==> config.mk <==
export PLATFORM = sky130hd
export DESIGN_NAME = dac_gain_offset
export DESIGN_NICKNAME = d
export VERILOG_FILES = /design/src/dac_channel_pkg.sv /design/src/dac_gain_offset.sv
export VERILOG_INCLUDE_DIRS = /design/src
export SDC_FILE = /design/constraint.sdc
export NUM_CORES = 1
export LEC_CHECK = 0
export ABC_AREA = 1
export BUFFER_PORTS_ARGS = -buffer_cell sky130_fd_sc_hd__clkbuf_2
export CORE_MARGIN = 5
export CORE_UTILIZATION = 51
export CTS_CLUSTER_DIAMETER = 30
export DETAILED_ROUTE_END_ITERATION = 6
export HOLD_SLACK_MARGIN = 0.02
export PLACE_DENSITY = 0.86
export SYNTH_ARGS = -nofsm -noshare
export SYNTH_HDL_FRONTEND = slang
export SYNTH_SLANG_ARGS = --single-unit
==> constraint.sdc <==
create_clock -name clk -period 7.8 [get_ports clk]
set_input_delay 0.78 -clock clk [delete_from_list [all_inputs] [get_ports clk]]
set_output_delay 0.78 -clock clk [all_outputs]
set_load 0.02 [all_outputs]
==> src/dac_channel_defines.svh <==
`ifndef DAC_CHANNEL_DEFINES_SVH
`define DAC_CHANNEL_DEFINES_SVH

// Register map. Byte addresses, word aligned, decoded on paddr[11:2].
`define DAC_REG_GAIN        12'h000
`define DAC_REG_OFFSET      12'h004
`define DAC_REG_FILTER_COEF 12'h008
`define DAC_REG_MUX         12'h00C
`define DAC_REG_RAW         12'h010
`define DAC_REG_STAT_CFG    12'h014
`define DAC_REG_STAT_MIN    12'h018
`define DAC_REG_STAT_MAX    12'h01C
`define DAC_REG_STAT_LIMIT  12'h020
`define DAC_REG_STAT_COUNT  12'h024
`define DAC_REG_ATT         12'h028
`define DAC_REG_AMP_EN      12'h02C
`define DAC_REG_LED         12'h030

// Data path widths.
`define DAC_SAMPLE_W        16
`define DAC_TAPS            4

// Fixed point formats: gain is Q4.12, FIR coefficients are Q1.14.
`define DAC_GAIN_FRAC       12
`define DAC_COEF_FRAC       14

// Reset values.
`define DAC_RESET_ATT       2'b11
`define DAC_UNITY_COEF      16'sd16384

`endif

==> src/dac_channel_pkg.sv <==
package dac_channel_pkg;

    // Sample source select. Unlisted codes give zero-valued samples.
    typedef enum logic [2:0] {
        MUX_RAW    = 3'd0,
        MUX_STREAM = 3'd1,
        MUX_RAMP   = 3'd2
    } sample_mux_e;

    // Four-phase req/ack capture.
    typedef enum logic [1:0] {
        SRC_IDLE     = 2'd0,
        SRC_ACK      = 2'd1,
        SRC_WAIT_LOW = 2'd2
    } src_state_e;

    typedef struct packed {
        logic [15:0]        gain;
        logic signed [15:0] offset;
        sample_mux_e        mux;
        logic [31:0]        raw;
        logic [1:0]         att;
        logic               stat_en;
        logic               stat_clear;
        logic [31:0]        stat_limit;
    } chan_cfg_t;

    // din[17:16] is the tap index, din[15:0] the Q1.14 coefficient.
    typedef struct packed {
        logic        valid;
        logic [24:0] din;
    } coef_wr_t;

    typedef struct packed {
        logic [7:0]  min;
        logic [7:0]  max;
        logic [31:0] count;
    } stat_t;

endpackage

==> src/dac_gain_offset.sv <==
`timescale 1ns/1ps
`include "dac_channel_defines.svh"

module dac_gain_offset (
    input  logic                                clk,
    input  logic                                reset,
    input  dac_channel_pkg::chan_cfg_t          cfg,
    input  logic signed [`DAC_SAMPLE_W-1:0]     smp_data,
    input  logic                                smp_valid,
    output logic signed [`DAC_SAMPLE_W-1:0]     go_data,
    output logic                                go_valid
);

    localparam logic signed [33:0] SAT_MAX = 34'sd32767;
    localparam logic signed [33:0] SAT_MIN = -34'sd32768;

    logic signed [32:0]              product;
    logic signed [33:0]              biased;
    logic signed [33:0]              shifted;
    logic signed [`DAC_SAMPLE_W-1:0] sat;

    always_comb begin
        // Gain is unsigned, so it gets a zero sign bit before the multiply.
        product = smp_data * $signed({1'b0, cfg.gain});
        biased  = (product >>> `DAC_GAIN_FRAC) + $signed(cfg.offset);
        shifted = biased >>> cfg.att;

        if (shifted > SAT_MAX) begin
            sat = 16'sh7FFF;
        end else if (shifted < SAT_MIN) begin
            sat = 16'sh8000;
        end else begin
            sat = shifted[`DAC_SAMPLE_W-1:0];
        end
    end

    always_ff @(posedge clk) begin
        if (reset) begin
            go_valid <= 1'b0;
        end else begin
            go_valid <= smp_valid;
        end
    end

    always_ff @(posedge clk) begin
        if (smp_valid) begin
            go_data <= sat;
        end
    end

endmodule

==> results.cfg <==
[run_status]
run_status = finished with violations
violations = negative setup slack

[placement]
routabilityCongestion = 0.9074
placed_area_um2 = 13360
dp_slack_ps = -551.2
port_buffers = 69
hpwl_mm = 25.86

[floorplanning]
initial_core_util_pct = 51.67
dieArea_um2 = 26070
core_area_um2 = 22640
io_pins = 139
rows = 55
die_w_um = 161.5
die_y_um = 161.5

[detailed_routing]
viasPerCell = 5.539
avgRoutedWirePerCell_um = 17.66
dr.pass1.iters = 6
drt-total-wl_mm = 37.82
ant_nets = 0
drt_iter0_markers = 1153
drc_errors = 0
routed-via-count = 11860

[timing]
finalMaxSlewViolations = 0
final-setup-viol-count = 15
worstMarginPinSlew_ps = 702.7
rsz0062_at_grt = yes
fin_ws_ps = -118.2
period_share_pct = 101.5
hold_viol_final = 0
slew_headroom_pct = 53.10
timing.fmax_mhz = 126.3
min_period_ps = 7918

[clock_tree]
clock-sinks = 17
cts_root_buf = clkbuf_16
clockBufferDepth = 2
cts_tree = yes
cts_made_buffers = 3
cts_max_level = 1
path_clk_slew_ps = 50

[synthesis]
ys_seq_elements = 17
netlist_area_um2 = 11700
synth_edf_count = 16
synth_top_area_share_pct = 33.20
avgSynthCellArea_um2 = 7.103
netlist_instances = 1647
synth.distinct_cells = 46
async_flop_share_pct = 0
ys_top_cells_by_area = fa_1, ha_1, inv_1, nand2_1, edfxtp_1
yosysSeqAreaShare_pct = 4.278
yosysTopAreaCell = fa_1
synthFlopType = edfxtp_1
mappedNetlistNets = 2106
yosys_warnings = 0

[finish]
fin_util_pct = 66.85
final_nets = 2316
multi_input_area_um2 = 10280
syn_to_final_growth_pct = 29.37
fillCellCount = 1511
final_cell_mix = inv_1, nand2_1, fa_1
stdcell_area_um2 = 15130
diodes = 0
drive_above_1_share_pct = 28.50
final_common_cell = inv_1
seq_area_um2 = 500.5

[global_routing]
grt_antenna_before_repair = 0
grt_max_degree = 23
track_usage_pct = 24.31
grt_pass1_vias = 11720
overflow = 0
grt_pass1_wl_mm = 52.99

[worst_setup_path]
crit_path_top_delay_cell = fa_1
critical-path-max-stage-delay_ps = 580
critical_path_required_ps = 7810
worstPathMaxFanout = 9
crit_path_frequent_cell = fa_1
start_kind = primary input
crit_arrival_ps = 7930
path_class = in2reg
end_kind = flip-flop

[hold_path]
min_path_type = in2reg
min_path_cells = 2

[flow_run]
cap_violations = 0
==> worst paths after layout <==
| check | from | endpoint | slack [ps] |
|---|---|---|---|
| worst max-delay path | cfg[94] | go_data[10] | -120 |
| worst min-delay path | reset | go_valid | 680 |
==> stage by stage <==
stage / std cells / hold WS, ps / TNS (ps)
final: 2141 / 676.9 / -1453
after global routing: 2141 / 691.3 / -5028
after CTS: 2111 / 683.2 / 0
after detailed placement: 2099 / 941.5 / -7968
after global placement: 2099 / 936.3 / -6845
after floorplan: 1647 / 851.2 / 0
==> worst max-delay path, delay by kind of cell <==
family / cells / cell delay [ps]
compound gates: 4 / 600
simple gates: 15 / 1700
xor+xnor: 1 / 160
buf+inv: 9 / 940
fa+ha+maj: 8 / 3750
==> sequential cells by signal, summed over array words and instances (netlist names) <==
signal	count
go_data	16
go_valid	1
==> Yosys cell counts, types with 2 or more instances <==
library cell and count:
xnor2_1 15, a211oi_1 2, inv_1 454, a21oi_1 51, nand2_2 10, o21ai_0 34, or2_2 6, a31o_2 2
o21a_1 3, ha_1 143, nand2_1 453, nor3_1 8, nor4_1 5, edfxtp_1 16, inv_2 3, o211ai_1 2
clkbuf_1 61, buf_6 2, a31oi_1 8, a21oi_2 2, nand2_4 2, nor2_1 62, nand4_1 7, nor2_2 8
xor2_1 20, nand3_1 48, o21ai_1 2, nand3_2 7, fa_1 194
==> routing by layer <==
| layer | wire [µm] | vias up | share of wire (%) | track usage [%] |
|---|---|---|---|---|
| met5 | 0 | - | 0 | 0 |
| met4 | 2427 | 0 | 6.4 | 8.453 |
| met3 | 3162 | 262 | 8.4 | 3.598 |
| met2 | 19340 | 750 | 51 | 44.80 |
| met1 | 12890 | 5606 | 34 | 28.84 |
| li1 | - | 5241 | - | - |
==> cell type report <==
type,count,area share [%]
inverters,457,11.37
clock buffers,3,0.4960
flip-flops and latches,17,3.307
clock inverters,1,0.03307
well taps,285,2.356
repair buffers,268,14.50
multi-input cells,1110,67.94
==> kinds of logic after synthesis <==
family	count (synthesis)	share of synthesized area, %
AO/OA/AOI/OAI	111	5.230
adder cells (fa/ha/maj)	337	48.49
buffers and inverters	522	16.92
flip-flops	17	4.278
XOR/XNOR	35	2.620
AND/OR/NAND/NOR	624	22.37
multiplexers	1	0.08556
==> timing repair <==
action	4_1_cts	5_1_grt
pin swaps	44	181
hold buffers	0	0
setup endpoints to repair	15	15
cloned	1	2
setup buffers	8	29
gates resized for setup	82	298
Power is not shown: default switching activity piles up to over one toggle a cycle in this logic, so the estimate is an artifact.
