`src/dac_channel_defines.svh`:
```
`ifndef DAC_CHANNEL_DEFINES_SVH
`define DAC_CHANNEL_DEFINES_SVH

// Register map. Byte addresses, word aligned, decoded on paddr[11:2].
`define DAC_REG_GAIN        12'h000
`define DAC_REG_OFFSET      12'h004
`define DAC_REG_FILTER_COEF 12'h008
`define DAC_REG_MUX         12'h00C
`define DAC_REG_RAW         12'h010
`define DAC_REG_STAT_CFG    12'h014
`define DAC_REG_STAT_MIN    12'h018
`define DAC_REG_STAT_MAX    12'h01C
`define DAC_REG_STAT_LIMIT  12'h020
`define DAC_REG_STAT_COUNT  12'h024
`define DAC_REG_ATT         12'h028
`define DAC_REG_AMP_EN      12'h02C
`define DAC_REG_LED         12'h030

// Data path widths.
`define DAC_SAMPLE_W        16
`define DAC_TAPS            4

// Fixed point formats: gain is Q4.12, FIR coefficients are Q1.14.
`define DAC_GAIN_FRAC       12
`define DAC_COEF_FRAC       14

// Reset values.
`define DAC_RESET_ATT       2'b11
`define DAC_UNITY_COEF      16'sd16384

`endif

```
`src/dac_channel_pkg.sv`:
```
package dac_channel_pkg;

    // Sample source select. Unlisted codes give zero-valued samples.
    typedef enum logic [2:0] {
        MUX_RAW    = 3'd0,
        MUX_STREAM = 3'd1,
        MUX_RAMP   = 3'd2
    } sample_mux_e;

    // Four-phase req/ack capture.
    typedef enum logic [1:0] {
        SRC_IDLE     = 2'd0,
        SRC_ACK      = 2'd1,
        SRC_WAIT_LOW = 2'd2
    } src_state_e;

    typedef struct packed {
        logic [15:0]        gain;
        logic signed [15:0] offset;
        sample_mux_e        mux;
        logic [31:0]        raw;
        logic [1:0]         att;
        logic               stat_en;
        logic               stat_clear;
        logic [31:0]        stat_limit;
    } chan_cfg_t;

    // din[17:16] is the tap index, din[15:0] the Q1.14 coefficient.
    typedef struct packed {
        logic        valid;
        logic [24:0] din;
    } coef_wr_t;

    typedef struct packed {
        logic [7:0]  min;
        logic [7:0]  max;
        logic [31:0] count;
    } stat_t;

endpackage

```
`src/dac_sample_source.sv`:
```
`timescale 1ns/1ps
`include "dac_channel_defines.svh"

module dac_sample_source (
    input  logic                                clk,
    input  logic                                reset,
    input  dac_channel_pkg::chan_cfg_t          cfg,
    input  logic                                in_req,
    input  logic [`DAC_SAMPLE_W-1:0]            in_data,
    output logic                                in_ack,
    output logic signed [`DAC_SAMPLE_W-1:0]     smp_data,
    output logic                                smp_valid
);

    dac_channel_pkg::src_state_e     state;
    logic [`DAC_SAMPLE_W-1:0]        ramp;
    logic                            stream_mode;
    logic                            stream_take;
    logic [`DAC_SAMPLE_W-1:0]        sel_data;
    logic                            sel_valid;

    assign stream_mode = (cfg.mux == dac_channel_pkg::MUX_STREAM);
    assign stream_take = (state == dac_channel_pkg::SRC_IDLE) && stream_mode && in_req;

    // Handshake FSM. in_ack rises on the capture edge and falls once in_req is seen low.
    always_ff @(posedge clk) begin
        if (reset) begin
            state  <= dac_channel_pkg::SRC_IDLE;
            in_ack <= 1'b0;
        end else begin
            case (state)
                dac_channel_pkg::SRC_IDLE: begin
                    if (stream_take) begin
                        in_ack <= 1'b1;
                        state  <= dac_channel_pkg::SRC_ACK;
                    end
                end
                dac_channel_pkg::SRC_ACK: begin
                    if (!in_req || !stream_mode) begin
                        in_ack <= 1'b0;
                        state  <= dac_channel_pkg::SRC_WAIT_LOW;
                    end
                end
                dac_channel_pkg::SRC_WAIT_LOW: state <= dac_channel_pkg::SRC_IDLE;
                default: begin
                    in_ack <= 1'b0;
                    state  <= dac_channel_pkg::SRC_IDLE;
                end
            endcase
        end
    end

    always_comb begin
        case (cfg.mux)
            dac_channel_pkg::MUX_RAW: begin
                sel_data  = cfg.raw[`DAC_SAMPLE_W-1:0];
                sel_valid = 1'b1;
            end
            dac_channel_pkg::MUX_STREAM: begin
                sel_data  = in_data;
                sel_valid = stream_take;
            end
            dac_channel_pkg::MUX_RAMP: begin
                sel_data  = ramp;
                sel_valid = 1'b1;
            end
            default: begin
                sel_data  = '0;
                sel_valid = 1'b1;
            end
        endcase
    end

    always_ff @(posedge clk) begin
        if (reset) begin
            smp_valid <= 1'b0;
            ramp      <= '0;
        end else begin
            smp_valid <= sel_valid;
            if (cfg.mux == dac_channel_pkg::MUX_RAMP) begin
                ramp <= ramp + 1'b1;
            end
        end
    end

    always_ff @(posedge clk) begin
        if (sel_valid) begin
            smp_data <= sel_data;
        end
    end

endmodule

```
`config.mk`:
```
export PLATFORM = sky130hd
export DESIGN_NAME = dac_sample_source
export DESIGN_NICKNAME = d
export VERILOG_FILES = /design/src/dac_channel_pkg.sv /design/src/dac_sample_source.sv
export VERILOG_INCLUDE_DIRS = /design/src
export SDC_FILE = /design/constraint.sdc
export NUM_CORES = 1
export LEC_CHECK = 0
export ABC_AREA = 1
export BUFFER_PORTS_ARGS = -buffer_cell sky130_fd_sc_hd__buf_2
export CORE_ASPECT_RATIO = 0.6
export CORE_MARGIN = 2
export CORE_UTILIZATION = 32
export DETAILED_ROUTE_END_ITERATION = 6
export HOLD_SLACK_MARGIN = 0.03
export PLACE_DENSITY = 0.72
export SYNTH_ARGS = -nofsm -noshare
export SYNTH_HDL_FRONTEND = slang
export SYNTH_SLANG_ARGS = --single-unit
export TNS_END_PERCENT = 10
```
`constraint.sdc`:
```
create_clock -name clk -period 2.4 [get_ports clk]
set_input_delay 0.24 -clock clk [delete_from_list [all_inputs] [get_ports clk]]
set_output_delay 0.24 -clock clk [all_outputs]
set_load 0.05 [all_outputs]
```
==> impl_results.md, run 1 <==
- Outcome: finished, final reports clean
- Largest net degree at the start of global routing: 21
- Synth cell count leaders: nand2_1 (71), nor2_1 (26), nand3_1 (21)
- I/O Pins: 140
- DRC: 0
- RePlAce Congestion: 0.827
- Peak supply drop: 0.000181 V
- Synth area leader: edfxtp_1
- Per-cell routed wire length: 11.9 µm
- Most numerous cell in the Yosys netlist: nand2_1
- Post-CTS Resized: 0
- Reg clk slew, reported paths: 0.07 ns
- Pins over their slew limit: 0
- Hold Crit Start: reset
- GR Overflow Total: 0
- Final setup skew: 0.00865 ns
- Area after DPL: 2090 µm²
- Hold buffers post-CTS: 0
- Synth Area in XOR/XNOR: 0.504%
- Root buffer cell: clkbuf_8
- Yosys cell types: 21
- Reg2Reg Setup Slack: 0.93 ns
- Area delta synth->final: 25.0%
- Crit-path cells: ha_1 -> nand3_1 -> nor2_1 -> nand3_1 -> o21ai_1 -> nor2_1
- Setup TNS: 0 ns
- Worst rel slew slack: 55.3%
- Global-route wire length before repair: 6.61 mm
- Placed Instances: 343
- Post-synthesis sequential area ratio: 50.6%
- Clock sink count: 36
- Drt via density: 4.85
- Vias in the first global route: 1446
- Yosys reg bits: 36
- Die ar.: 6060 µm²
- Synth area leaders: edfxtp_1 (28%), dfxtp_1 (23%), nand2_1 (15%)
- Synth warnings: 0
- Wirelength, routed: 4.19 mm
- Worst Hold Class: primary input to flip-flop
- Synth Instances: 225
- Main combinational cell family by area after synthesis: simple AND/OR/NAND/NOR gates
- Post-DRT Antenna Nets: 0
- Filler instances: 513
- Initial antenna violation count: 0
- CP max FO: 6
- Worst EP arrival: 1.65 ns
- Count of final hold-check violations: 0
- Yosys top cell area share: 27.6%
- Peak per-stage delay on the critical path: 0.36 ns
- IO Port Bufs: 55
- Mean Syn Cell Area: 7.73 µm²
- Power Dens Cells: 584 nW/µm²
- Syn_nets: 348
- FF-to-FF Start: ramp[0]
- Worst reg2reg path depth: 6
- Die Ht: 61.1 µm
- Postcts setup bufs: 0
- Final WS setup: 0.933 ns
- Least-Margin Pin Slew: 0.668 ns
- Reg2reg end: ramp[8]
- Mux share of post-synthesis cell area: 0%
- Ys flop type: dfxtp_1
- Place WS: 0.825 ns
- H-tree Lvls: 2
- Post-detail-place hpwl: 3.16 mm
- Initial Util: 33.7%
- Startpoint class of the critical path: flip-flop
- Finished Layout Cells: 351
- Synth Area in Adders: 0.719%
- Initial DRC count: 139
- Synthesized area: 1740 µm²
- Required time worst endpoint: 2.59 ns
- Post-synth ARST share: 0%
- Fmax: 0.682 GHz
- Layout cells sized above 1: 24.9%
- Num rows: 20
- Leakage: 0.940 nW
- GRT Total Usage: 14.2%
- Period minus WS final: 1.47 ns
- CP max-delay cell: dfxtp_1
- Worst Setup EP: ramp[8]
- Setup violators final: 0
- CTS tree: yes
- Period utilization: 61.1%
- Final instance area: 2170 µm²
- Layout Utilization: 42.2%
- Maximum root-to-sink buffer count: 2
- Chip width: 99.2 µm
- RSZ-0062 raised after global routing: false
- Pre-Repair DR Iteration Count: 4
- Ant diodes: 0
- Vias: 1703
- Crit Path Class: flip-flop to flip-flop
- Core box area: 5150 µm²
- Complex-gate fraction of the synthesized area: 8.35%
- Clk_lat worst skew: 0.28 ns
- Crit path capture type: flip-flop
- EDFF count, synth: 16
- Inserted Clock Buffers: 5
- Critical path startpoint: ramp[0]
- Simple-Gate Fraction of Synth Area: 33.2%
- Nets: 407
- Max_cap viols: 0
## cell type report
type,count,area [µm²],area share [%]
inverters,21,78.8,3.62
flip-flops and latches,36,881,40.5
repair buffers,59,305,14.0
clock inverters,2,11.3,0.518
well taps,66,82.6,3.80
clock buffers,6,72.6,3.34
multi-input cells,161,743,34.2
## cells in the final DEF (no fill, tap or decap)
master	instances
clkbuf_1	1
nand4_1	9
clkbuf_8	5
o21ai_0	3
o211ai_1	8
nor3_1	3
clkinvlp_4	1
ha_1	1
nand2_1	71
buf_4	4
a21oi_1	12
buf_2	55
dfxtp_1	20
inv_1	19
nand3_2	1
clkinv_1	1
nor2_1	26
inv_2	2
nor2_2	1
edfxtp_1	16
nand3_1	21
nor3_2	2
o21ai_1	2
xor2_1	1
## critical path, delay by kind of cell (launching register included)
family | cells | cell delay, ns
AO/OA/AOI/OAI | 1 | 0.16
adder cells (fa/ha/maj) | 1 | 0.21
flip-flops | 1 | 0.36
AND/OR/NAND/NOR | 4 | 0.63
## cells by family (layout without fill, tap and decap cells)
logic type | after synthesis | count (layout)
buf+inv | 28 | 88
compound gates | 25 | 25
flops | 36 | 36
simple gates | 134 | 134
xor+xnor | 1 | 1
fa+ha+maj | 1 | 1
## per-stage QoR
step                      hold slack, ns  power (mW)
after floorplan                    0.309       0.812
after global placement             0.436       0.875
after detailed placement           0.445       0.879
after CTS                          0.203        1.28
after global routing               0.206        1.32
final                              0.208        1.27
## registers in the layout, summed over array words and instances, names as in the netlist
signal     count
smp_data      16
smp_valid      1
ramp          16
in_ack         1
state          2
## power by group
part | total (mW) | internal (mW) | switching (mW)
Combinational | 0.191 | 0.0530 | 0.138
Sequential | 0.673 | 0.666 | 0.00673
Clock | 0.407 | 0.201 | 0.206
## layer usage
metal  track usage, %  wire (µm)
met5                0          0
met4             4.11         47
met3             5.22        459
met2             23.2       1800
met1             18.2       1880
## how the worst min path moves through the flow
| stage | depth (start not counted) | to |
|---|---|---|
| after floorplan | 1 | smp_valid |
| final | 2 | ramp[10] |
| after CTS | 2 | smp_valid |
| after detailed placement | 2 | in_ack |
| after global routing | 2 | smp_valid |
| after global placement | 2 | in_ack |
Power figures use the tool's default switching activity.
==> run 2, diff against run 1 <==
==> constraint.sdc (replaced) <==
create_clock -name clk -period 1.35 [get_ports clk]
set_input_delay 0.135 -clock clk [delete_from_list [all_inputs] [get_ports clk]]
set_output_delay 0.135 -clock clk [all_outputs]
set_load 0.05 [all_outputs]
==> run 2 against run 1 <==
  * Final area grew 4.9%
  * Non-clock buffer count grew 8
  * Flip-flop and latch count is the same
  * Clock-buffer cell count is the same
  * First-iteration DRC count grew 2.2%
  * Die area is the same
  * Sequential share of layout area shrank 1.9 points
  * Largest power group unchanged
==> impl_results.md, run 2 (synthesized netlist as in run 1, its figures left out) <==
- IO Port Bufs: 55
- End of the worst hold path: smp_valid
- Least-Margin Pin Slew: 0.424 ns
- Total power: 2.48 mW
- Die ar.: 6060 µm²
- Reg2Reg Setup Slack: 0.09 ns
- Layout cells sized above 1: 29.0%
- Initial Util: 33.7%
- Worst rel slew slack: 71.7%
- CP max FO: 6
- Core box area: 5150 µm²
- FF-to-FF Start: ramp[1]
- Global-route wire length before repair: 6.70 mm
- Clk_lat worst skew: 0.29 ns
- Fmax: 0.795 GHz
- I/O Pins: 140
- GRT Total Usage: 14.2%
- Area delta synth->final: 31.2%
- Worst reg2reg path depth: 7
- Layout Utilization: 44.3%
- Drt via density: 4.77
- Vias: 1713
- Wirelength, routed: 4.25 mm
- RePlAce Congestion: 0.882
- Initial antenna violation count: 0
- Nets: 415
- Worst EP arrival: 1.44 ns
- Footprint of the multi-input gates: 753 µm²
- Period minus WS final: 1.26 ns
- Worst Hold Class: primary input to flip-flop
- Commonest cells after routing, fill and taps aside: nand2_1 (70), buf_2 (55), nor2_1 (24)
- Setup violators final: 0
- Root buffer cell: clkbuf_8
- Largest net degree at the start of global routing: 17
- Regs by FF count: ramp x16, smp_data x16, state x2
- Maximum root-to-sink buffer count: 2
- Leakage: 1.00 nW
- Required time worst endpoint: 1.54 ns
- Crit path capture type: flip-flop
- Commonest non-fill, non-tap cell in the layout: nand2_1
- Hold Path Cell Cnt: 2
- Peak supply drop: 0.000406 V
- Startpoint class of the critical path: flip-flop
- Hold buffers post-CTS: 0
- Outcome: finished, final reports clean
- Post-DRT Antenna Nets: 0
- CTS tree: yes
- Hold Crit Start: reset
- Reg clk slew, reported paths: 0.07 ns
- Filler instances: 497
- Inserted Clock Buffers: 5
- Post-detail-place hpwl: 3.21 mm
- Power Dens Cells: 1080 nW/µm²
- Period utilization: 93.2%
- Vias in the first global route: 1431
- Die Ht: 61.1 µm
- DRC: 0
- Crit Path Class: flip-flop to flip-flop
- Chip width: 99.2 µm
- Initial DRC count: 142
- Pre-Repair DR Iteration Count: 4
- Setup TNS: 0 ns
- Ant diodes: 0
- Register area: 882 µm²
- Per-cell routed wire length: 11.8 µm
- Final setup skew: 0.00260 ns
- GR Overflow Total: 0
- Count of final hold-check violations: 0
- Reg2reg end: ramp[8]
- H-tree Lvls: 2
- Num rows: 20
- RSZ-0062 raised after global routing: true
- Max_cap viols: 0
- Clock sink count: 36
- Pins over their slew limit: 0
-- run 2: routing by layer --
layer,global-route usage (%),wire (µm)
met5,0,0
met4,4.70,21
met3,4.65,476
met2,21.4,1820
met1,19.5,1940
-- run 2: worst max path at each step --
stage                     startpoint     endpoint  slack [ns]
final                        ramp[1]      ramp[8]        0.09
after global placement       ramp[1]      ramp[8]         0.1
after CTS                    ramp[2]     ramp[15]        0.06
after global routing         ramp[3]      ramp[7]       -0.03
after floorplan              cfg[69]  smp_data[0]        0.11
after detailed placement     ramp[2]     ramp[15]        0.08
-- run 2: final cells by class --
type	instances	share of cell area, %
clock inverters	2	1.54
flip-flops and latches	36	38.7
inverters	21	3.45
multi-input cells	161	33.0
clock buffers	6	3.18
well taps	66	3.62
repair buffers	67	16.6
-- run 2: what timing repair did --
| item | in CTS | in global routing |
|---|---|---|
| resized for setup | 0 | 4 |
| endpoints found under the setup margin | 0 | 7 |
| setup buffers | 0 | 0 |
-- run 2: report_power, final --
part           internal, mW  switching, mW  leakage (nW)
sequential             1.18         0.0110         0.346
clock                 0.548          0.375        0.0552
combinational         0.108          0.250         0.599
total                  1.84          0.635          1.00
-- run 2: critical path: stages (launching register included) --
cell and delay, ns:
dfxtp_1 0.35, ha_2 0.21, nand3_1 0.08, nor2_1 0.09, buf_4 0.14, nand3_1 0.10, o21ai_1 0.13, nor2_1 0.05
-- run 2: metrics by stage --
step / worst slack (ns) / instance area (µm²) / std cells / hold WS (ns)
after floorplan: 0.108 / 1740 / 225 / 0.204
after global placement: 0.0977 / 2170 / 351 / 0.392
after detailed placement: 0.0751 / 2170 / 351 / 0.405
after CTS: 0.0590 / 2270 / 359 / 0.0945
after global routing: -0.0304 / 2280 / 359 / 0.0966
final: 0.0917 / 2280 / 359 / 0.104
