<file path="src/dac_channel_defines.svh">
`ifndef DAC_CHANNEL_DEFINES_SVH
`define DAC_CHANNEL_DEFINES_SVH

// Register map. Byte addresses, word aligned, decoded on paddr[11:2].
`define DAC_REG_GAIN        12'h000
`define DAC_REG_OFFSET      12'h004
`define DAC_REG_FILTER_COEF 12'h008
`define DAC_REG_MUX         12'h00C
`define DAC_REG_RAW         12'h010
`define DAC_REG_STAT_CFG    12'h014
`define DAC_REG_STAT_MIN    12'h018
`define DAC_REG_STAT_MAX    12'h01C
`define DAC_REG_STAT_LIMIT  12'h020
`define DAC_REG_STAT_COUNT  12'h024
`define DAC_REG_ATT         12'h028
`define DAC_REG_AMP_EN      12'h02C
`define DAC_REG_LED         12'h030

// Data path widths.
`define DAC_SAMPLE_W        16
`define DAC_TAPS            4

// Fixed point formats: gain is Q4.12, FIR coefficients are Q1.14.
`define DAC_GAIN_FRAC       12
`define DAC_COEF_FRAC       14

// Reset values.
`define DAC_RESET_ATT       2'b11
`define DAC_UNITY_COEF      16'sd16384

`endif

</file>
<file path="src/dac_channel_pkg.sv">
package dac_channel_pkg;

    // Sample source select. Unlisted codes give zero-valued samples.
    typedef enum logic [2:0] {
        MUX_RAW    = 3'd0,
        MUX_STREAM = 3'd1,
        MUX_RAMP   = 3'd2
    } sample_mux_e;

    // Four-phase req/ack capture.
    typedef enum logic [1:0] {
        SRC_IDLE     = 2'd0,
        SRC_ACK      = 2'd1,
        SRC_WAIT_LOW = 2'd2
    } src_state_e;

    typedef struct packed {
        logic [15:0]        gain;
        logic signed [15:0] offset;
        sample_mux_e        mux;
        logic [31:0]        raw;
        logic [1:0]         att;
        logic               stat_en;
        logic               stat_clear;
        logic [31:0]        stat_limit;
    } chan_cfg_t;

    // din[17:16] is the tap index, din[15:0] the Q1.14 coefficient.
    typedef struct packed {
        logic        valid;
        logic [24:0] din;
    } coef_wr_t;

    typedef struct packed {
        logic [7:0]  min;
        logic [7:0]  max;
        logic [31:0] count;
    } stat_t;

endpackage

</file>
<file path="src/dac_channel_regs.sv">
`timescale 1ns/1ps
`include "dac_channel_defines.svh"

module dac_channel_regs (
    input  logic                         clk,
    input  logic                         reset,

    input  logic                         penable,
    input  logic                         psel,
    input  logic [31:0]                  paddr,
    input  logic                         pwrite,
    input  logic [31:0]                  pwdata,
    output logic [31:0]                  prdata,

    output dac_channel_pkg::chan_cfg_t   cfg,
    output dac_channel_pkg::coef_wr_t    coef_wr,
    input  dac_channel_pkg::stat_t       stat,

    output logic                         amp_en,
    output logic [2:0]                   led
);

    logic [11:0] addr;
    logic        wr_en;

    assign addr  = {paddr[11:2], 2'b00};
    assign wr_en = psel & penable & pwrite;

    always_ff @(posedge clk) begin
        if (reset) begin
            cfg.gain       <= '0;
            cfg.offset     <= '0;
            cfg.mux        <= dac_channel_pkg::MUX_STREAM;
            cfg.raw        <= '0;
            cfg.att        <= `DAC_RESET_ATT;
            cfg.stat_en    <= 1'b1;
            cfg.stat_clear <= 1'b0;
            cfg.stat_limit <= '0;
            coef_wr.valid  <= 1'b0;
            coef_wr.din    <= '0;
            amp_en         <= 1'b0;
            led            <= 3'b000;
        end else begin
            // The coefficient strobe lasts a single cycle.
            coef_wr.valid <= 1'b0;

            if (wr_en) begin
                case (addr)
                    `DAC_REG_GAIN: cfg.gain <= pwdata[15:0];
                    `DAC_REG_OFFSET: cfg.offset <= pwdata[15:0];
                    `DAC_REG_FILTER_COEF: begin
                        coef_wr.din   <= pwdata[24:0];
                        coef_wr.valid <= 1'b1;
                    end
                    `DAC_REG_MUX: cfg.mux <= dac_channel_pkg::sample_mux_e'(pwdata[2:0]);
                    `DAC_REG_RAW: cfg.raw <= pwdata;
                    `DAC_REG_STAT_CFG: begin
                        cfg.stat_en    <= pwdata[0];
                        cfg.stat_clear <= pwdata[1];
                    end
                    `DAC_REG_STAT_LIMIT: cfg.stat_limit <= pwdata;
                    `DAC_REG_ATT: cfg.att <= pwdata[1:0];
                    `DAC_REG_AMP_EN: amp_en <= pwdata[0];
                    `DAC_REG_LED: led <= pwdata[2:0];
                    default: begin
                    end
                endcase
            end
        end
    end

    // Status read back. The min and max bytes are signed sample bytes.
    always_comb begin
        case (addr)
            `DAC_REG_STAT_MIN:   prdata = {{24{stat.min[7]}}, stat.min};
            `DAC_REG_STAT_MAX:   prdata = {{24{stat.max[7]}}, stat.max};
            `DAC_REG_STAT_COUNT: prdata = stat.count;
            default:             prdata = 32'h0;
        endcase
    end

endmodule

</file>
<file path="config.mk">
export PLATFORM = sky130hd
export DESIGN_NAME = dac_channel_regs
export DESIGN_NICKNAME = d
export VERILOG_FILES = /design/src/dac_channel_pkg.sv /design/src/dac_channel_regs.sv
export VERILOG_INCLUDE_DIRS = /design/src
export SDC_FILE = /design/constraint.sdc
export NUM_CORES = 1
export LEC_CHECK = 0
export BUFFER_PORTS_ARGS = -buffer_cell sky130_fd_sc_hd__buf_2
export CAP_MARGIN = 10
export CORE_MARGIN = 2
export CORE_UTILIZATION = 30
export CTS_CLUSTER_SIZE = 28
export DETAILED_ROUTE_END_ITERATION = 16
export PLACE_DENSITY = 0.63
export SETUP_SLACK_MARGIN = 0.2
export SLEW_MARGIN = 20
export SYNTH_ARGS = -nofsm -noshare
export SYNTH_HDL_FRONTEND = slang
export SYNTH_SLANG_ARGS = --single-unit
</file>
<file path="constraint.sdc">
create_clock -name clk -period 1.64 [get_ports clk]
set_input_delay 0.082 -clock clk [delete_from_list [all_inputs] [get_ports clk]]
set_output_delay 0.082 -clock clk [all_outputs]
set_load 0.02 [all_outputs]
</file>
==> flow_metrics.env, run 1 <==
export IMPL_wl_per_cell_um=14.8
export IMPL_core_area_um2=17800
export IMPL_final_common_cell="buf_2"
export IMPL_finalCritPeriodShare=0.846
export IMPL_antenna_found_initial=0
export IMPL_worst_pin_slew_ps=456
export IMPL_cts_path_max_buffers=2
export IMPL_sequentialPowerShare=0.435
export IMPL_htreeDepth=4
export IMPL_layout_common_cells="buf_2, nand2_1, dfxtp_1"
export IMPL_viasPerCell=4.63
export IMPL_synth_distinct_cells=34
export IMPL_ys_seq_area_frac=0.491
export IMPL_crit_type="in -> out"
export IMPL_drv_slew=0
export IMPL_grt_overflow_total=0
export IMPL_drtPass1Iterations=5
export IMPL_cts_root_buf="clkbuf_16"
export IMPL_cts_buffers=17
export IMPL_antenna_left=0
export IMPL_finalSetupViolCount=0
export IMPL_dieArea_um2=19200
export IMPL_p_sw_uw=1640
export IMPL_startpoint_type="input port"
export IMPL_start_util=0.304
export IMPL_yosysTopAreaCellShare=0.491
export IMPL_maxSlewHeadroom=0.696
export IMPL_cp_data_required_time_ps=1560
export IMPL_grt_first_pass_wirelength_mm=27.8
export IMPL_critPathCaptureType="primary output"
export IMPL_synth_cells=645
export IMPL_cts_tree="yes"
export IMPL_grtUsageMet1=0.226
export IMPL_min_period_ps=1390
export IMPL_p_int_uw=5790
export IMPL_fin_worst_skew_ps=0
export IMPL_status="finished, final reports clean"
export IMPL_first_iter_violations=235
export IMPL_diodes=0
export IMPL_sw_frac_of_total=0.221
export IMPL_critical_path_slowest_cell="a222oi_1"
export IMPL_port_buffers=259
export IMPL_busiest_layer="met2"
export IMPL_finalNonFillerCells=1173
export IMPL_hold_viol=0
export IMPL_min_path_type="in -> reg"
export IMPL_grt_setup_unrepaired="true"
export IMPL_nets=1048
export IMPL_use_met3=0.0578
export IMPL_avgSynthCellArea_um2=8.40
export IMPL_grt_use_met2=0.298
export IMPL_gp_congestion=0.765
export IMPL_rows=49
export IMPL_drv_cap=0
export IMPL_io_pins=282
export IMPL_yosys_top_cells_area="dfxtp_1, nand2_1, a21oi_1, nand2b_1, mux2i_1"
export IMPL_grt_usage=0.181
export IMPL_synth_seq_cells=133
export IMPL_cts_sinks=133
export IMPL_grt_max_degree=43
export IMPL_area_delta_synth_final_pct=50.7
export IMPL_fmax_mhz=721
export IMPL_ir_drop_mv=0.879
export IMPL_cp_top_family="simple AND/OR/NAND/NOR gates"
export IMPL_fin_tns_setup_ps=0
export IMPL_grt_pass1_vias=5254
export IMPL_insertion_delay_ps=400
export IMPL_cp_num_buf_inv=3
export IMPL_die_w_um=138
export IMPL_synth_fp_nets=762
export IMPL_path_clk_slew_ps=60
export IMPL_vias=5433
export IMPL_layout_drive_gt1_share=0.355
export IMPL_combinationalPowerShare=0.054
export IMPL_syn_area_um2=5420
export IMPL_drcViolationCount=0
export IMPL_drt_total_wl_mm=17.4
export IMPL_yosysTopAreaCell="dfxtp_1"
export IMPL_power_share_clock=0.511
export IMPL_die_y_um=138
export IMPL_hold_slack_ps=25.4
export IMPL_cp_slowest_stage_delay_ps=360
export IMPL_p_leak_uw=0.00397
export IMPL_dp_cells=1105
export IMPL_path_cells="buf_4, and4bb_2, and3_4, a222oi_1, inv_1, buf_6"
export IMPL_worst_r2r_setup_slack_ps=1000
export IMPL_dpl_hpwl_mm=11.9
export IMPL_p_per_area_nw_per_um2=910
export IMPL_crit_fanout=7
export IMPL_cp_arrival_ps=1310
export IMPL_yosys_warnings=0
-- routing by layer --
| layer | share of wire | vias up |
|---|---|---|
| met5 | 0 | - |
| met4 | 0.018 | 0 |
| met3 | 0.074 | 19 |
| met2 | 0.48 | 191 |
| met1 | 0.43 | 2503 |
| li1 | - | 2720 |
-- kinds of logic after synthesis --
| logic type | share of synthesized area |
|---|---|
| AOI/OAI and AO/OA | 0.146 |
| buffers and inverters | 0.0575 |
| muxes | 0.0517 |
| DFF | 0.491 |
| and+or+nand+nor | 0.254 |
-- cell type report --
type | count | area [um2]
clock inverters | 11 | 124
clock buffers | 21 | 470
inverters | 7 | 26.3
well taps | 229 | 287
flip-flops and latches | 133 | 2660
fillers | 1745 | 9670
repair buffers | 319 | 2120
multi-input cells | 453 | 2480
-- flip-flops by register name, indices dropped and copies added, names as in the netlist --
register	cells
led	3
coef_wr	26
amp_en	1
cfg	103
-- path summary, 6_finish.rpt --
path | startpoint | endpoint | depth (start not counted)
worst min-delay path | pwdata[0] | cfg[0] | 3
worst max register to register | coef_wr[13] | coef_wr[13] | 2
worst min register to register | cfg[98] | cfg[98] | 2
worst max-delay path | paddr[11] | prdata[2] | 6
-- timing repair --
action / in CTS / in global routing
resized for setup: 19 / 37
hold buffers: 31 / 0
setup buffers: 2 / 1
cloned: 1 / 1
endpoints found under the hold margin: 108 / 0
endpoints found under the setup margin: 17 / 32
pin swaps: 2 / 8
-- power by group through the flow --
stage / clock network [uW] / logic (uW) / registers (uW)
after detailed placement: 0 / 329 / 3300
after global placement: 0 / 329 / 3300
final: 3800 / 402 / 3230
after floorplan: 0 / 116 / 3300
after global routing: 4030 / 439 / 3230
after CTS: 3890 / 389 / 3230
-- synth_stat cells (all sizes together) --
master and instances:
nor2b 2, a21o 25, o21ai 4, nor4b 2
a222oi 7, buf 27, dlygate4sd1 1, mux2i 28
dfxtp 133, a21oi 100, nor3 4, nand4 8
and4bb 1, nor2 10, clkbuf 24, nand2b 50
nand2 194, nand3b 4, inv 7, and2 1
and4 5, nor4 2, a22oi 1, and3 5
-- through the flow --
step | utilization | setup slack [ps] | power, uW | cell area [um2]
after floorplan | - | 303 | 3420 | 5420
after global placement | 0.394 | 141 | 3630 | 7030
after detailed placement | 0.394 | 127 | 3630 | 7030
after CTS | 0.449 | 185 | 7510 | 8020
after global routing | 0.458 | 186 | 7700 | 8170
final | 0.458 | 252 | 7430 | 8170
-- tightest hold or removal path, cell delays in order --
cell	delay (ps)
buf_2	180
nand2_1	80
a21oi_1	50
(Power assumes the default switching activity.)
==> run 2, diff against run 1 <==
--- a/config.mk
+++ b/config.mk
@@ -6,6 +6,7 @@
 export SDC_FILE = /design/constraint.sdc
 export NUM_CORES = 1
 export LEC_CHECK = 0
+export ABC_AREA = 1
 export BUFFER_PORTS_ARGS = -buffer_cell sky130_fd_sc_hd__buf_2
 export CAP_MARGIN = 10
 export CORE_MARGIN = 2
==> constraint.sdc (replaced) <==
create_clock -name clk -period 1.26 [get_ports clk]
set_input_delay 0.063 -clock clk [delete_from_list [all_inputs] [get_ports clk]]
set_output_delay 0.063 -clock clk [all_outputs]
set_load 0.02 [all_outputs]
==> flow_metrics.env, run 2 <==
export IMPL_grt_overflow_total=0
export IMPL_synth_seq_cells=133
export IMPL_cp_slowest_stage_delay_ps=210
export IMPL_drt_total_wl_mm=24.0
export IMPL_io_pins=282
export IMPL_hold_viol=0
export IMPL_vias=7249
export IMPL_final_critical_path_setup_slack_ps=-80.4
export IMPL_antenna_found_initial=0
export IMPL_crit_type="in -> out"
export IMPL_htreeDepth=4
export IMPL_yosys_warnings=0
export IMPL_path_cells="buf_8, nor2_4, nand2_4, nor3_4, buf_6, buf_6, buf_12, nand2_1, nand2_1, buf_6"
export IMPL_dieArea_um2=22400
export IMPL_yosys_top_cells_area="dfxtp_1, nand2_1, inv_1, nand4_1, nor2_1"
export IMPL_fin_worst_skew_ps=0
export IMPL_p_leak_uw=0.00521
export IMPL_cts_tree="yes"
export IMPL_yosysTopAreaCellShare=0.419
export IMPL_min_path_type="in -> reg"
export IMPL_min_period_ps=1340
export IMPL_grt_max_degree=92
export IMPL_drtPass1Iterations=5
export IMPL_grt_first_pass_wirelength_mm=34.4
export IMPL_final_common_cell="buf_2"
export IMPL_finalCritPeriodShare=1.06
export IMPL_status="finished with violations"
export IMPL_yosysTopAreaCell="dfxtp_1"
export IMPL_yosys_top_cells_count="nand2_1, inv_1, dfxtp_1, nor2_1, nand3_1"
export IMPL_wl_per_cell_um=15.2
export IMPL_drv_cap=0
export IMPL_first_iter_violations=260
export IMPL_fmax_mhz=746
export IMPL_cpMostUsedCell="buf_6"
export IMPL_antenna_left=0
export IMPL_yosys_cell_count_top_type="nand2_1"
export IMPL_die_w_um=150
export IMPL_rows=53
export IMPL_grt_setup_unrepaired="true"
export IMPL_finalSetupViolCount=17
export IMPL_worst_pin_slew_ps=408
export IMPL_cts_root_buf="clkbuf_16"
export IMPL_ys_seq_area_frac=0.419
export IMPL_cts_path_max_buffers=2
export IMPL_area_delta_synth_final_pct=60.8
export IMPL_critical_path_slowest_cell="nor3_4"
export IMPL_fin_tns_setup_ps=-378
export IMPL_gp_congestion=0.775
export IMPL_port_buffers=259
export IMPL_finalPower_uw=10300
export IMPL_avgSynthCellArea_um2=6.48
export IMPL_diodes=0
export IMPL_cp_data_required_time_ps=1200
export IMPL_path_clk_slew_ps=60
export IMPL_drv_slew=0
export IMPL_ir_drop_mv=0.845
export IMPL_critPathCaptureType="primary output"
export IMPL_violations="setup timing"
export IMPL_synthFlopType="dfxtp_1"
export IMPL_syn_area_um2=6360
export IMPL_synth_distinct_cells=17
export IMPL_largest_reg_flops=103
export IMPL_insertion_delay_ps=410
export IMPL_drcViolationCount=0
export IMPL_synth_edf_count=0
export IMPL_viasPerCell=4.58
export IMPL_maxSlewHeadroom=0.728
export IMPL_synth_fp_nets=1099
export IMPL_core_area_um2=20900
export IMPL_async_reset_ff_frac=0
export IMPL_largest_registers="cfg: 103 flops, coef_wr: 26 flops, led: 3 flops"
export IMPL_cp_arrival_ps=1280
export IMPL_p_per_area_nw_per_um2=1010
export IMPL_crit_fanout=8
export IMPL_nets=1413
export IMPL_synth_cells=982
export IMPL_cts_buffers=17
export IMPL_grt_usage=0.196
export IMPL_startpoint_type="input port"
export IMPL_layout_drive_gt1_share=0.376
export IMPL_layout_common_cells="buf_2, nand2_1, inv_1"
export IMPL_die_y_um=150
export IMPL_start_util=0.304
export IMPL_dpl_hpwl_mm=15.1
export IMPL_top_register="cfg"
export IMPL_cts_sinks=133
export IMPL_grt_pass1_vias=6564
[run 2: cell count changes after synthesis, sizes merged, moves of 26 or more]
cell / previous run / this run
inv: 7 / 180
nor2: 10 / 123
nand3: 0 / 77
nand2: 194 / 258
nand4: 8 / 69
nand2b: 50 / 0
a21oi: 100 / 59
mux2i: 28 / 0
buf: 27 / 53
[run 2: worst max-delay path: cells and delay by family]
| kind | cells | cell delay [ps] |
|---|---|---|
| buffers and inverters | 5 | 590 |
| AND/OR/NAND/NOR | 5 | 620 |
[run 2: layout make-up]
type | instances | area [um2]
Fill cell | 2036 | 10700
Multi-Input combinational cell | 603 | 3130
Timing Repair Buffer | 361 | 2780
Sequential cell | 133 | 2660
Inverter | 180 | 683
Clock buffer | 19 | 453
Tap cell | 275 | 344
Clock inverter | 12 | 178
[run 2: worst paths after layout]
path / start / end / slack, ps / cells after the start
setup / recovery: paddr[3] / prdata[18] / -80 / 10
hold / removal: pwdata[1] / coef_wr[1] / 20 / 3
setup reg to reg: led[2] / led[2] / 590 / 4
hold reg to reg: cfg[35] / cfg[35] / 460 / 2
[run 2: where the power goes]
group | total (uW) | internal, uW | switching (uW)
Clock | 5320 | 3410 | 1910
Combinational | 768 | 339 | 428
Sequential | 4210 | 4210 | 0.389
Total | 10300 | 7950 | 2340
[run 2: cells by family (layout without fill, tap and decap cells)]
kind of cell,Yosys count,in the layout,synth area share
flip-flops,133,133,0.419
AND/OR/NAND/NOR,528,528,0.361
buffers and inverters,246,572,0.155
AO/OA/AOI/OAI,75,75,0.0653
[run 2: per-layer routing]
metal  track usage  vias to the layer above  part of all wire
met3        0.0515                       34             0.065
met1         0.254                     3318              0.43
met5             0                        -                 0
met2         0.314                      239              0.48
met4        0.0681                        0             0.019
li1              -                     3658                 -
[run 2: metrics by stage]
step           cell area [um2]   util  hold slack (ps)  instances  setup WS (ps)
6_report                 10200  0.490             20.3       1583          -80.4
3_5_place_dp              8210  0.393              357       1488           -131
5_1_grt                  10200  0.490             30.4       1583           -131
2_1_floorplan             6410      -              198        982            179
3_3_place_gp              8210  0.393              348       1488          -99.3
4_1_cts                   9680  0.464             8.53       1568           29.8
[run 2: repair_timing]
action	CTS	global route
cloned	4	8
pin swaps	10	44
hold buffers	30	0
endpoints found under the hold margin	49	0
resized for setup	104	119
setup endpoints to repair	33	115
buffers inserted	15	7
